### src/common/back_end_pkg.sv
`default_nettype none

package back_end_pkg;

	localparam int DATA_W = 32;
	localparam int REG_ADDR_W = 5;
	localparam int NUM_REGS = 2 ** REG_ADDR_W;
	localparam int CSR_ADDR_W = 2;
	localparam int NUM_CSRS = 2 ** CSR_ADDR_W;
	localparam int MAX_WARPS = 8;

	// Ceiling log2, at least one bit
	function automatic int log2(input int value);
		int width;
		width = 1;
		while ((2 ** width) < value) begin
			width = width + 1;
		end
		return width;
	endfunction

	localparam int WARP_PORT_W = log2(MAX_WARPS);

	typedef logic [WARP_PORT_W-1:0] warp_t;

	typedef enum logic [3:0] {
		OP_ADD   = 4'd0,
		OP_SUB   = 4'd1,
		OP_AND   = 4'd2,
		OP_OR    = 4'd3,
		OP_XOR   = 4'd4,
		OP_SLT   = 4'd5,
		OP_BEQ   = 4'd6,
		OP_BNE   = 4'd7,
		OP_JAL   = 4'd8,
		OP_LW    = 4'd9,
		OP_SW    = 4'd10,
		OP_CSRRW = 4'd11
	} op_e;

	typedef enum logic [1:0] {
		UNIT_EXEC = 2'd0,
		UNIT_LSU  = 2'd1,
		UNIT_CSR  = 2'd2
	} unit_e;

	typedef struct packed {
		logic                  valid;
		warp_t                 warp;
		logic [DATA_W-1:0]     pc;
		op_e                   op;
		logic [REG_ADDR_W-1:0] rd;
		logic [REG_ADDR_W-1:0] rs1;
		logic [REG_ADDR_W-1:0] rs2;
		logic [DATA_W-1:0]     imm;
		logic [CSR_ADDR_W-1:0] csr_addr;
	} issue_req_t;

	typedef struct packed {
		logic                  valid;
		warp_t                 warp;
		logic [DATA_W-1:0]     pc;
		op_e                   op;
		logic [REG_ADDR_W-1:0] rd;
		logic [DATA_W-1:0]     rs1_data;
		logic [DATA_W-1:0]     rs2_data;
		logic [DATA_W-1:0]     imm;
		logic [CSR_ADDR_W-1:0] csr_addr;
	} unit_req_t;

	typedef struct packed {
		logic                  valid;
		warp_t                 warp;
		logic [REG_ADDR_W-1:0] rd;
		logic [DATA_W-1:0]     data;
	} wb_t;

	typedef struct packed {
		logic              valid;
		warp_t             warp;
		logic              taken;
		logic [DATA_W-1:0] dest;
	} branch_rsp_t;

	typedef struct packed {
		logic              valid;
		warp_t             warp;
		logic [DATA_W-1:0] dest;
	} jal_rsp_t;

	typedef struct packed {
		logic              valid;
		logic              write;
		logic [DATA_W-1:0] addr;
		logic [DATA_W-1:0] data;
	} dcache_req_t;

	typedef struct packed {
		logic              valid;
		logic [DATA_W-1:0] data;
	} dcache_rsp_t;

endpackage

`default_nettype wire

### src/rtl/execute_unit.sv
`timescale 1ns/100ps
`default_nettype none

module execute_unit (
	input  wire                        clk,
	input  wire                        reset,
	input  back_end_pkg::unit_req_t    exec_req,
	input  wire                        no_slot_exec,
	output back_end_pkg::wb_t          exec_wb,
	output back_end_pkg::branch_rsp_t  branch_rsp,
	output back_end_pkg::jal_rsp_t     jal_rsp,
	output logic                       exec_delay
);

	logic [back_end_pkg::DATA_W-1:0] result;
	logic [back_end_pkg::DATA_W-1:0] target;
	logic                            writes_rd;
	logic                            is_branch;
	logic                            is_jal;
	logic                            equal;
	logic                            less;

	assign target = exec_req.pc + exec_req.imm;
	assign equal  = exec_req.rs1_data == exec_req.rs2_data;
	assign less   = $signed(exec_req.rs1_data) < $signed(exec_req.rs2_data);

	assign is_branch = exec_req.op == back_end_pkg::OP_BEQ || exec_req.op == back_end_pkg::OP_BNE;
	assign is_jal    = exec_req.op == back_end_pkg::OP_JAL;
	assign writes_rd = !is_branch;

	always_comb begin
		case (exec_req.op)
			back_end_pkg::OP_ADD: result = exec_req.rs1_data + exec_req.rs2_data;
			back_end_pkg::OP_SUB: result = exec_req.rs1_data - exec_req.rs2_data;
			back_end_pkg::OP_AND: result = exec_req.rs1_data & exec_req.rs2_data;
			back_end_pkg::OP_OR:  result = exec_req.rs1_data | exec_req.rs2_data;
			back_end_pkg::OP_XOR: result = exec_req.rs1_data ^ exec_req.rs2_data;
			back_end_pkg::OP_SLT: result = {{(back_end_pkg::DATA_W-1){1'b0}}, less};
			// Link value
			back_end_pkg::OP_JAL: result = exec_req.pc + 32'd4;
			default:              result = '0;
		endcase
	end

	// Refused result stays put
	assign exec_delay = exec_wb.valid && no_slot_exec;

	always_ff @(posedge clk) begin
		if (reset) begin
			exec_wb.valid <= 1'b0;
		end else if (!exec_delay) begin
			exec_wb <= '{valid: exec_req.valid && writes_rd, warp: exec_req.warp,
				rd: exec_req.rd, data: result};
		end
	end

	// Control flow responses bypass writeback
	always_ff @(posedge clk) begin
		if (reset) begin
			branch_rsp.valid <= 1'b0;
			jal_rsp.valid    <= 1'b0;
		end else begin
			branch_rsp <= '{valid: exec_req.valid && is_branch, warp: exec_req.warp,
				taken: (exec_req.op == back_end_pkg::OP_BEQ) ? equal : !equal, dest: target};
			jal_rsp <= '{valid: exec_req.valid && is_jal, warp: exec_req.warp, dest: target};
		end
	end

endmodule

`default_nettype wire

### config.mk
export PLATFORM = sky130hd
export DESIGN_NAME = execute_unit
export DESIGN_NICKNAME = d
export VERILOG_FILES = /design/src/common/back_end_pkg.sv /design/src/rtl/execute_unit.sv
export SDC_FILE = /design/constraint.sdc
export NUM_CORES = 1
export LEC_CHECK = 0
export BUFFER_PORTS_ARGS = -buffer_cell sky130_fd_sc_hd__buf_2
export CAP_MARGIN = 10
export CELL_PAD_IN_SITES_DETAIL_PLACEMENT = 0
export CELL_PAD_IN_SITES_GLOBAL_PLACEMENT = 1
export CORE_MARGIN = 2
export CORE_UTILIZATION = 41
export DETAILED_ROUTE_END_ITERATION = 10
export PLACE_DENSITY = 0.86
export SKIP_CTS_REPAIR_TIMING = 1
export SYNTH_ARGS = -nofsm -noshare
export SYNTH_HDL_FRONTEND = slang
export SYNTH_SLANG_ARGS = --single-unit
### constraint.sdc
create_clock -name clk -period 3.02 [get_ports clk]
set_input_delay 0.151 -clock clk [delete_from_list [all_inputs] [get_ports clk]]
set_output_delay 0.151 -clock clk [all_outputs]
set_load 0.01 [all_outputs]
# ---- Word-level counts from Yosys, hierarchy flattened
# Index checks and enable logic that the tools add are counted.
dict set report classes {
  n_addsub 4
  magnitude_cmp 1
  eq_ne 9
  n_mux 2
  n_bitwise 5
  reduce_logical 9
}
# op count
set op_table {}
lappend op_table {{one-hot mux 32 bit (7 select lines)} 1}
lappend op_table {{adder 32 bit} 2}
lappend op_table {{adder 32 x 3 -> 32 bit (second input constant)} 1}
lappend op_table {{bitwise AND 32 bit} 1}
lappend op_table {{== test 32 bit} 1}
lappend op_table {{< comparator 32 bit} 1}
lappend op_table {{bitwise OR 32 bit} 1}
lappend op_table {{subtractor 32 bit} 1}
lappend op_table {{XOR 32 bit} 1}
lappend op_table {{== test 4 x 3 -> 1 bit (second input constant)} 4}
lappend op_table {{== test 4 x 2 -> 1 bit (second input constant)} 2}
lappend op_table {{== test 4 x 1 -> 1 bit (second input constant)} 1}
lappend op_table {{== test 4 bit (second input constant)} 1}
lappend op_table {{logical AND 1 bit} 4}
lappend op_table {{logical NOT 4 bit} 1}
lappend op_table {{logical NOT 1 bit} 2}
lappend op_table {{NOT 1 bit} 2}
lappend op_table {{AND reduction 2 bit} 1}
lappend op_table {{logical OR 1 bit} 1}
lappend op_table {{two-way mux 1 bit} 1}
dict set report word_totals {
  regBits 79
  inputBits 146
  output_inout_bits 115
  elab_cells 39
}

# ---- Longest topological paths before layout
# Gate-level depths: netlist of the first run.
dict set report depth {
  depth_word 4
  depth_mapped 12
}

# ---- Worst setup path after synthesis of the first run
# OpenSTA, ideal clock, no wires.
dict set report synth_path {
  path_kind {input to register}
  start {in exec_req[38] in the netlist's numbering}
  end {reg exec_wb[31] in the netlist's numbering, data pin}
  setup_time_ps 258
  arrival_time_ps 2438
  t_required_ps 2762
  path_slack_ps 324
  cell_stages 11
  path_buffers 1
  path_cell_list {inv_1 -> ha_1 -> buf_6 -> or3_4 -> o221ai_4 -> o211ai_4 -> o221a_1 -> o211a_1 -> or3_1 -> a221oi_2 -> o21ai_1}
}
dict set report synth_via {
  elab_chain_cells 2
  elab_cells_between_ends 3
  cone_classes {add/sub (2); mux (1)}
}
# element line_no
set synth_lines {}
lappend synth_lines {{from (decl)} execute_unit.sv:7} ;# input back_end_pkg::unit_req_t exec_req,
lappend synth_lines {{subtractor 32 bit or adder 32 bit (tied branches)} {execute_unit.sv:34, execute_unit.sv:33}}
lappend synth_lines {{one-hot mux 32 bit (7 select lines) (*)} execute_unit.sv:32} ;# case (exec_req.op)
lappend synth_lines {{named net result (one bit)} execute_unit.sv:15} ;# logic [back_end_pkg::DATA_W-1:0] result;
lappend synth_lines {{to (signal assigned)} execute_unit.sv:52} ;# exec_wb <= '{valid: exec_req.valid && writes_rd, warp: exec_req.warp,
lappend synth_lines {{to (decl)} execute_unit.sv:9} ;# output back_end_pkg::wb_t exec_wb,
# The timed path passes the listed nets; every way through them passes the cells marked *.
# A chain may end at the register's enable or synchronous reset.

# ---- Worst setup path after layout of the first run
dict set report layout_path {
  start {in exec_req[34] in the netlist's numbering}
  end {reg exec_wb[26] in the netlist's numbering, data pin}
}
# The elaborated chain is that of the path after synthesis.

==> results.md, run 1 <==
- Io pins: 261
- Area contributors post-synth: edfxtp_1, ha_1, a21oi_1
- Part of the power in the clock network: 0.265
- Switching fraction of total power: 0.3782
- Status: completed
- Crit path from: exec_req[34]
- Comb power frac: 0.433
- # DRC: 0
- Yosys warnings: 0
- CTS tree: done
- Share of layout cells above drive strength 1: 0.2500
- Gr usage total: 0.2732
- Worst-Skew Late Latency: 370 ps
- Synth Net Count: 1616
- #FFs+latches synth: between 70 and 80
- Total core area: ~0.026 sq mm
- Avg Cell Area, Syn: approximately 8.1 sq um
- Top cell type's share of synthesized area: 0.2140
- Kind of critical path: in -> reg
- Worst Path Arrival: approximately 2900 ps
- Int Power: slightly below 0.003 W
- Max rail drop VDD: approximately 240 uV
- Reg power frac: 0.301
- Static leakage: a little under 6 nW
- Crit-path max FO: 5
- Worst Max-Slew Pin Slew: between 700 and 800 ps
- Synthesized area: ~0.011 sq mm
- # H-tree levels: 3
- CTS Buffer Depth: 2
- 1st-iter DRT viols: 1098
- Sw Pwr: 0.001784 W
- DP Wirelength: ~30000 um
- Reg2reg start: exec_wb[40]$_SDFFE_PP0N_
- Final slew viol count: 0
- Most common library cells after synthesis: ha_1, inv_1, nor2_1
- # clock sinks: between 70 and 80
- Initial antenna violation count: 1
- Initial Utilization: 0.4139
- Tcrit/Tclk final: 0.9189
- Worst relative slew slack: 0.4889
- Worst setup EP type: register
- Sum Neg Setup Slack: 0 ps
- Number of synthesized flops with an enable pin: 76
- Gp weighted congestion: approximately 0.94
- R2R Path End: exec_wb[39]$_DFFE_PP_
- Minimum clock period after layout: around 2800 ps
- Reg2reg path depth: 3
- Tot Pwr: ~0.0047 W
- F_max: approximately 360 MHz
- Final hold violation count: 0
- Worst setup SP type: primary input
- Vias per inst: 5.852
- Hold Path Stages: 2
- Routed length per instance: about 20 um
- End of the worst hold path: exec_wb[40]$_SDFFE_PP0N_
- Post-synth ARST share: 0
- DRT Pass-1 Iters: 7
- Cts bufs inserted: 9
- Setup slack, reg-to-reg: 1330 ps
- Clock Skews: approximately 18 ps
- Total grt overflow: 0
- Area growth, synth to finish: 22.03%
- Total wire length: 38700 um
- Count of final setup violators: 0
- CTS root buf: clkbuf_16
- Port Buf Inserts: between 200 and 300
- Unrepaired setup endpoints after global routing: no
- Power Dens Cells: between 300 and 400 mW/mm^2
- # nets final: between 1.5k and 2k
- Die Wd: ~170 um
- Netlist cell types: about 90
- Most common cell in the synthesized netlist: ha_1
- DRT antenna net count: 0
- Worst hold path class: in -> reg
- Chip Height: about 170 um
- Reg clk slew, reported paths: 70 ps
- DR vias: about 11k
- Largest net degree at the start of global routing: 39
- Maxcap violations: 0
- HP Start: reset
- Std cell rows: approximately 60
- Vias in the first global route: between 10k and 15k
- Seq/Total Area, Yosys: 0.2197
- Worst path required time: around 3100 ps
- Yosys top cell by area: edfxtp_1
- Cells after Synth: 1323
- Die area: 0.02731 sq mm
- Post-synth top flop: edfxtp_1
- First-pass GRT wire length: around 58000 um
-- worst max-delay path by stage --
stage | to | slack, ps
2_1_floorplan | exec_wb[31]$_DFFE_PP_ | 320
3_3_place_gp | exec_wb[23]$_DFFE_PP_ | -20
3_5_place_dp | exec_wb[26]$_DFFE_PP_ | -70
4_1_cts | exec_wb[26]$_DFFE_PP_ | 290
5_1_grt | exec_wb[26]$_DFFE_PP_ | 100
6_report | exec_wb[26]$_DFFE_PP_ | 240
-- routing by layer --
metal  global-route usage  vias to the layer above  part of all wire
met5                    0                        -                 0
met1               0.3646                     5296              0.42
met4              0.07866                        0             0.024
li1                     -                     5430                 -
met3              0.03521                       59             0.082
met2               0.4617                      568              0.47
-- power groups by stage --
stage	registers [W]	logic (W)	clock network, W
4_1_cts	0.00142	0.00201	0.00126
3_5_place_dp	0.00145	0.00200	0
6_report	0.00142	0.00205	0.00125
5_1_grt	0.00144	0.00224	0.00129
2_1_floorplan	0.00152	0.00122	0
3_3_place_gp	0.00144	0.00198	0
-- cell families after synthesis --
kind of cell / count (synthesis) / synth area share
adders and majority gates: 147 / 0.1746
DFF: 79 / 0.2197
muxes: 2 / 0.001878
xor gates and xnor gates: 55 / 0.04518
AOI/OAI and AO/OA: 440 / 0.2855
buffers and inverters: 206 / 0.08730
and+or+nand+nor: 394 / 0.1859
-- cell usage in the layout, fill, tap and decap left out, drive strengths merged, types with 7 or more instances in the layout --
cell type and count:
o21ai 78, a21o 31, nor3 35, nand2 95, o21a 8, o31ai 10
a22oi 12, nor4 16, nand2b 17, edfxtp 76, dlygate4sd3 8, buf 353
inv 111, o22ai 7, nor2 107, and2 11, a21oi 107, clkbuf 9
a31oi 14, nand4 16, a221oi 17, xor2 17, nor2b 7, nand3 34
or3 14, xnor2 38, a211o 8, nor4b 8, ha 144, o21bai 16
o211ai 29, a211oi 28, o221ai 21
-- sequential cells by signal, indices dropped and copies added (netlist names) --
signal,flops
exec_wb,41
branch_rsp,2
jal_rsp,36
-- stage by stage --
| stage | cell area [sq um] | hold slack (ps) | instances | worst slack (ps) | utilization |
|---|---|---|---|---|---|
| 4_1_cts | 12930 | -41.64 | 1931 | 293.4 | 0.5018 |
| 2_1_floorplan | 10660 | 223.4 | 1323 | 324.3 | - |
| 3_3_place_gp | 12620 | 328.5 | 1916 | -16.33 | 0.4897 |
| 5_1_grt | 13010 | 23.32 | 1940 | 102.7 | 0.5050 |
| 3_5_place_dp | 12620 | 329.6 | 1916 | -70.69 | 0.4897 |
| 6_report | 13010 | 12.61 | 1940 | 244.9 | 0.5050 |
-- critical path: stages --
cell,delay (ps)
buf_2,130
ha_1,250
fa_1,410
a211oi_1,310
o21ai_1,160
nand4_1,180
a41oi_2,160
a31oi_1,480
o21bai_1,170
xor2_1,160
a211o_1,310
-- area by class of cell --
type | instances | area [sq um]
antenna | 1 | 2.502
clock buffer | 9 | 225.2
clock inverter | 6 | 86.33
fill | 2507 | 12750
inverter | 111 | 416.7
multi-input combinational | 1038 | 7422
sequential | 79 | 2342
tap | 335 | 419.2
timing repair buffer | 361 | 2097
(Power assumes the default switching activity.)
==> run 2: changes to the inputs <==
==> constraint.sdc (replaced) <==
create_clock -name clk -period 3.1 [get_ports clk]
set_input_delay 0.31 -clock clk [delete_from_list [all_inputs] [get_ports clk]]
set_output_delay 0.31 -clock clk [all_outputs]
set_load 0.01 [all_outputs]
==> run 2 against run 1 <==
Against the previous run: largest cell class unchanged; cell count rose by 1.6%; sequential power barely moved; wire length rose by 1.4%; register-to-register slack got worse by 20 ps.
==> results.md, run 2 (synthesis gave the netlist of run 1 again) <==
- Io pins: 261 (unchanged)
- Count of final setup violators: 0 (unchanged)
- Final hold violation count: 0 (unchanged)
- Worst path required time: 3220 ps (+90 ps)
- Kind of critical path: in -> reg
- Total core area: 0.02576 sq mm (unchanged)
- R2R Path End: exec_wb[4]$_DFFE_PP_
- Ant diodes: 0 (-1)
- DP Wirelength: 31230 um (+2.0%)
- Unrepaired setup endpoints after global routing: no
- Fillers: 2529 (+0.88%)
- # DRC: 0 (unchanged)
- Initial Utilization: 0.4139 (unchanged)
- Maxcap violations: 0 (unchanged)
- Worst setup EP type: register
- Tcrit/Tclk final: 0.9387
- HP Start: exec_req[99]
- # H-tree levels: 3 (unchanged)
- Int Power: 0.002825 W (-3.7%)
- Largest reg by FF count: exec_wb
- Regs by FF count: exec_wb x41, jal_rsp x36, branch_rsp x2
- Routed length per instance: 19.89 um (-0.29%)
- Cts bufs inserted: 9 (unchanged)
- # nets final: 1925 (+1.7%)
- End of the worst hold path: exec_wb[33]$_DFFE_PP_
- Area growth, synth to finish: 24.01%
- Reg2reg start: exec_wb[40]$_SDFFE_PP0N_
- Switching fraction of total power: 0.3877 (+0.009551)
- Largest net degree at the start of global routing: 33 (-15%)
- Hold Path Stages: 1 (-1)
- Max reg flops: 41 (unchanged)
- Initial antenna violation count: 1 (unchanged)
- Port Buf Inserts: 258 (unchanged)
- Power Dens Cells: 349.0 mW/mm^2 (-3.8%)
- Worst hold path class: in -> reg
- Share of layout cells above drive strength 1: 0.2706 (+0.02062)
- Comb power frac: 0.442 (+0.009)
- Worst Max-Slew Pin Slew: 891.3 ps (+126.4 ps)
- Reg power frac: 0.300 (about the same)
- CTS root buf: clkbuf_16
- Sum Neg Setup Slack: 0 ps (unchanged)
- Crit-path max FO: 8 (+3)
- Std cell rows: 59 (unchanged)
- Sw Pwr: 0.001789 W (+0.27%)
- CTS tree: done
- Gr usage total: 0.2793 (+0.006189)
- Reg2reg path depth: 3 (unchanged)
- Vias per inst: 5.842 (-0.18%)
- Die area: 0.02731 sq mm (unchanged)
- # clock sinks: 79 (unchanged)
- Worst Path Arrival: 3030 ps (+150 ps)
- Status: completed
- Part of the power in the clock network: 0.258 (-0.007)
- Minimum clock period after layout: 2910 ps
- Gp weighted congestion: 0.9563 (+1.3%)
- Worst setup SP type: primary input
- F_max: about 340 MHz
- 1st-iter DRT viols: 1202 (+9.5%)
- Reg clk slew, reported paths: 80 ps (about the same)
- Static leakage: 6.059 nW (+2.3%)
- Die Wd: 165.3 um (unchanged)
- DRT Pass-1 Iters: 5 (-2)
- Max rail drop VDD: 220.9 uV (-7.9%)
- Setup slack, reg-to-reg: 1310 ps (-20 ps)
- Vias in the first global route: 10.66k (+2.5%)
- Worst relative slew slack: 0.4044 (-0.08445)
- CTS Buffer Depth: 2 (unchanged)
- Worst-Skew Late Latency: 370 ps (about the same)
- Chip Height: 165.3 um (unchanged)
- Final slew viol count: 0 (unchanged)
- Total grt overflow: 0 (unchanged)
- Commonest cells after routing, fill and taps aside: buf_2, ha_1, buf_4, inv_1
- First-pass GRT wire length: 58100 um (+1.0%)
- Total wire length: 39220 um (+1.4%)
- DRT antenna net count: 0 (unchanged)
- Most frequent standard cell in the layout excluding fill and tap cells: buf_2
- Clock Skews: 16.24 ps (-2.221 ps)
- DR vias: 11.52k (+1.5%)
- Tot Pwr: 0.004614 W (-2.2%)
[run 2: worst max path at each step]
stage / cells past startpoint / slack [ps] / end / start
finish: 12 / 190 / exec_wb[31]$_DFFE_PP_ / exec_req[38]
global route: 12 / 70 / exec_wb[31]$_DFFE_PP_ / exec_req[38]
global placement: 10 / -100 / exec_wb[24]$_DFFE_PP_ / exec_req[52]
CTS: 12 / 230 / exec_wb[31]$_DFFE_PP_ / exec_req[38]
detailed placement: 11 / -150 / exec_wb[26]$_DFFE_PP_ / exec_req[34]
floorplan: 11 / 250 / exec_wb[31]$_DFFE_PP_ / exec_req[38]
[run 2: layout make-up]
type                            instances  area [sq um]  area share
Multi-Input combinational cell       1038          7428      0.5618
Sequential cell                        79          2342      0.1771
Timing Repair Buffer                  393          2317      0.1752
Clock buffer                           10         229.0     0.01732
Inverter                              111         416.7     0.03151
Clock inverter                          6         70.07    0.005299
Tap cell                              335         419.2     0.03170
[run 2: per-stage QoR]
step / hold WS, ps / utilization / setup slack [ps] / area (sq um) / std cells
final: 119.5 / 0.5132 / 190.0 / 13220 / 1972
after global routing: 115.8 / 0.5132 / 65.31 / 13220 / 1972
after CTS: 114.5 / 0.5130 / 228.9 / 13220 / 1972
after detailed placement: 489.2 / 0.5014 / -148.5 / 12920 / 1956
after global placement: 487.5 / 0.5014 / -99.78 / 12920 / 1956
after floorplan: 382.4 / - / 245.3 / 10660 / 1323
[run 2: layer usage]
layer / GRT usage / up-vias / share of wire
met2: 0.4678 / 536 / 0.47
met3: 0.04146 / 81 / 0.076
li1: - / 5481 / -
met1: 0.3634 / 5420 / 0.43
met4: 0.1051 / 2 / 0.031
met5: 0 / - / 0.00020
[run 2: power groups by stage]
stage / sequential, W / combinational, W / clock, W
5_1_grt: 0.00140 / 0.00223 / 0.00124
2_1_floorplan: 0.00148 / 0.00119 / 0
3_5_place_dp: 0.00141 / 0.00200 / 0
3_3_place_gp: 0.00141 / 0.00199 / 0
4_1_cts: 0.00139 / 0.00201 / 0.00120
6_report: 0.00139 / 0.00204 / 0.00119
[run 2: worst max-delay path, cell delays in order]
cell      delay (ps)
buf_2            110
inv_1             60
ha_1             310
buf_4            180
or3_4            410
o221ai_4         200
o211ai_4         140
o221a_1          330
o211a_1          310
or3_1            350
a221oi_2         220
o21ai_1           90
==> run 3: changes to the inputs <==
--- a/config.mk
+++ b/config.mk
@@ -7,7 +7,7 @@
 export LEC_CHECK = 0
 export BUFFER_PORTS_ARGS = -buffer_cell sky130_fd_sc_hd__buf_2
 export CAP_MARGIN = 10
-export CELL_PAD_IN_SITES_DETAIL_PLACEMENT = 0
+export CELL_PAD_IN_SITES_DETAIL_PLACEMENT = 1
 export CELL_PAD_IN_SITES_GLOBAL_PLACEMENT = 1
 export CORE_MARGIN = 2
 export CORE_UTILIZATION = 41
==> run 3 against run 2 <==
Against the previous run: register-to-register slack worse by 40 ps; sequential power hardly changed; setup slack worse by 68 ps; hold slack better by 1.9 ps; clock-buffer cell count stayed put; largest cell class unchanged; critical endpoint is now exec_wb[26]$_DFFE_PP_.
==> results.md, run 3 (synthesis gave the netlist of run 1 again) <==
- CTS root buf: clkbuf_16
- Port Buf Inserts: 258 (unchanged)
- Sw Pwr: 0.001867 W (+4.4%)
- Kind of critical path: in -> reg
- Power Dens Cells: 355.2 mW/mm^2 (+1.8%)
- Initial antenna violation count: 0 (-1)
- CP max stage cell: a221oi_1
- # DRC: 0 (unchanged)
- Die area: 0.02731 sq mm (unchanged)
- Final Util: 0.5136 (about the same)
- Die Wd: 165.3 um (unchanged)
- Reg clk slew, reported paths: 80 ps (about the same)
- Initial Utilization: 0.4139 (unchanged)
- Worst setup SP type: primary input
- CTS Buffer Depth: 2 (unchanged)
- Area growth, synth to finish: 24.09% (about the same)
- CTS tree: done
- Total grt overflow: 0 (unchanged)
- # nets final: 1925 (unchanged)
- Max rail drop VDD: 222.1 uV (+0.55%)
- Switching fraction of total power: 0.3974 (+0.009640)
- Int Power: 0.002832 W (+0.25%)
- Worst Path Arrival: 3090 ps (+60 ps)
- # H-tree levels: 3 (unchanged)
- Total core area: 0.02576 sq mm (unchanged)
- Fillers: 3255 (+29%)
- Total wire length: 44110 um (+12%)
- Final slew viol count: 0 (unchanged)
- Cell family with most CP delay: compound AO/OA/AOI/OAI gates
- Gp weighted congestion: 0.9563 (unchanged)
- Most frequent standard cell in the layout excluding fill and tap cells: buf_2
- Unrepaired setup endpoints after global routing: no
- Commonest cells after routing, fill and taps aside: buf_2, ha_1, buf_4, inv_1
- Pre-CTS WS: -180.4 ps (-31.94 ps)
- DP Wirelength: 35310 um (+13%)
- Worst setup margin: 122.4 ps (-67.59 ps)
- Count of final setup violators: 0 (unchanged)
- Share of layout cells above drive strength 1: 0.2712 (+0.0006109)
- Gr usage total: 0.3161 (+0.03673)
- Worst Max-Slew Pin Slew: 933.8 ps (+42.49 ps)
- Static leakage: 6.060 nW (about the same)
- Worst path cell trace: buf_2 -> inv_1 -> ha_1 -> inv_1 -> fa_1 -> nand2b_1 -> a221oi_1 -> nor4b_1 -> buf_4 -> or3_4 -> a21oi_2 -> a31o_2 -> mux2i_1 -> a211o_1
- Worst-Skew Late Latency: 360 ps (about the same)
- Largest reg by FF count: exec_wb
- Final hold violation count: 0 (unchanged)
- Part of the power in the clock network: 0.256 (-0.002)
- # clock sinks: 79 (unchanged)
- Most frequent CP cell: inv_1
- Vias per inst: 6.044 (+3.5%)
- Slowest Stage Delay on Critical Path: 520 ps (+110 ps)
- Largest net degree at the start of global routing: 33 (unchanged)
- Minimum clock period after layout: 2978 ps (+67.59 ps)
- First-pass GRT wire length: 66330 um (+14%)
- 1st-iter DRT viols: 1038 (-14%)
- Cts bufs inserted: 9 (unchanged)
- Tcrit/Tclk final: 0.9605 (+0.02180)
- WP buf/inv: 4 (+1)
- Maxcap violations: 0 (unchanged)
- DRT antenna net count: 0 (unchanged)
- Sum Neg Setup Slack: 0 ps (unchanged)
- Vias in the first global route: 12.11k (+14%)
- Crit-path max FO: 3 (-5)
- Chip Height: 165.3 um (unchanged)
- Max reg flops: 41 (unchanged)
- DRT Pass-1 Iters: 5 (unchanged)
- F_max: 335.8 MHz (-2.3%)
- Routed length per instance: 22.36 um (+12%)
- Worst path required time: 3220 ps (about the same)
- Worst setup EP type: register
- Status: completed
- Regs by FF count: exec_wb x41, jal_rsp x36, branch_rsp x2
- Reg power frac: 0.295 (-0.005)
- Worst hold path class: in -> reg
- Clock Skews: 11.77 ps (-4.463 ps)
- Std cell rows: 59 (unchanged)
- Io pins: 261 (unchanged)
- Comb power frac: 0.449 (+0.007)
- DR vias: 11.93k (+3.5%)
- Worst relative slew slack: 0.3760 (-0.02839)
run 3: cell count changes in the layout (fill, tap and decap cells not counted), sizes merged:
cell / before / now
clkinv: 1 / 0
diode: 0 / 1
inv: 112 / 113
run 3: final cells by class:
class	count	area (sq um)	area share
Timing Repair Buffer	393	2317	0.1751
Tap cell	335	419.2	0.03168
Multi-Input combinational cell	1038	7435	0.5619
Clock inverter	6	70.07	0.005296
Sequential cell	79	2342	0.1770
Inverter	111	416.7	0.03149
Clock buffer	10	229.0	0.01731
Antenna cell	1	2.502	0.0001891
run 3: worst paths after layout:
path / from / end / cells past startpoint / slack (ps)
worst max-delay path: exec_req[66] / exec_wb[26]$_DFFE_PP_ / 14 / 120
worst min-delay path: exec_req[100] / exec_wb[34]$_DFFE_PP_ / 1 / 120
worst max register to register: exec_wb[40]$_SDFFE_PP0N_ / exec_wb[39]$_DFFE_PP_ / 3 / 1270
worst min register to register: exec_wb[40]$_SDFFE_PP0N_ / exec_wb[40]$_SDFFE_PP0N_ / 3 / 720
run 3: through the flow:
step | hold WS (ps) | std cells | cell area, sq um | power [W]
4_1_cts | 115.5 | 1972 | 13220 | 0.004671
3_5_place_dp | 488.8 | 1956 | 12920 | 0.003472
2_1_floorplan | 382.4 | 1323 | 10660 | 0.002666
6_report | 121.4 | 1973 | 13230 | 0.004700
5_1_grt | 117.5 | 1972 | 13230 | 0.004927
3_3_place_gp | 487.5 | 1956 | 12920 | 0.003395
run 3: power by group through the flow:
| stage | registers, W | logic, W | clock network [W] |
|---|---|---|---|
| floorplan | 0.00148 | 0.00119 | 0 |
| detailed placement | 0.00141 | 0.00206 | 0 |
| global route | 0.00141 | 0.00229 | 0.00123 |
| CTS | 0.00139 | 0.00207 | 0.00121 |
| finish | 0.00139 | 0.00211 | 0.00120 |
| global placement | 0.00141 | 0.00199 | 0 |
run 3: per-layer routing:
metal	vias to the layer above	routed length (um)	global-route usage
li1	5479	-	-
met1	5808	17710	0.3805
met2	526	21580	0.5555
met3	112	3098	0.05045
met4	0	1724	0.1372
met5	-	0	0
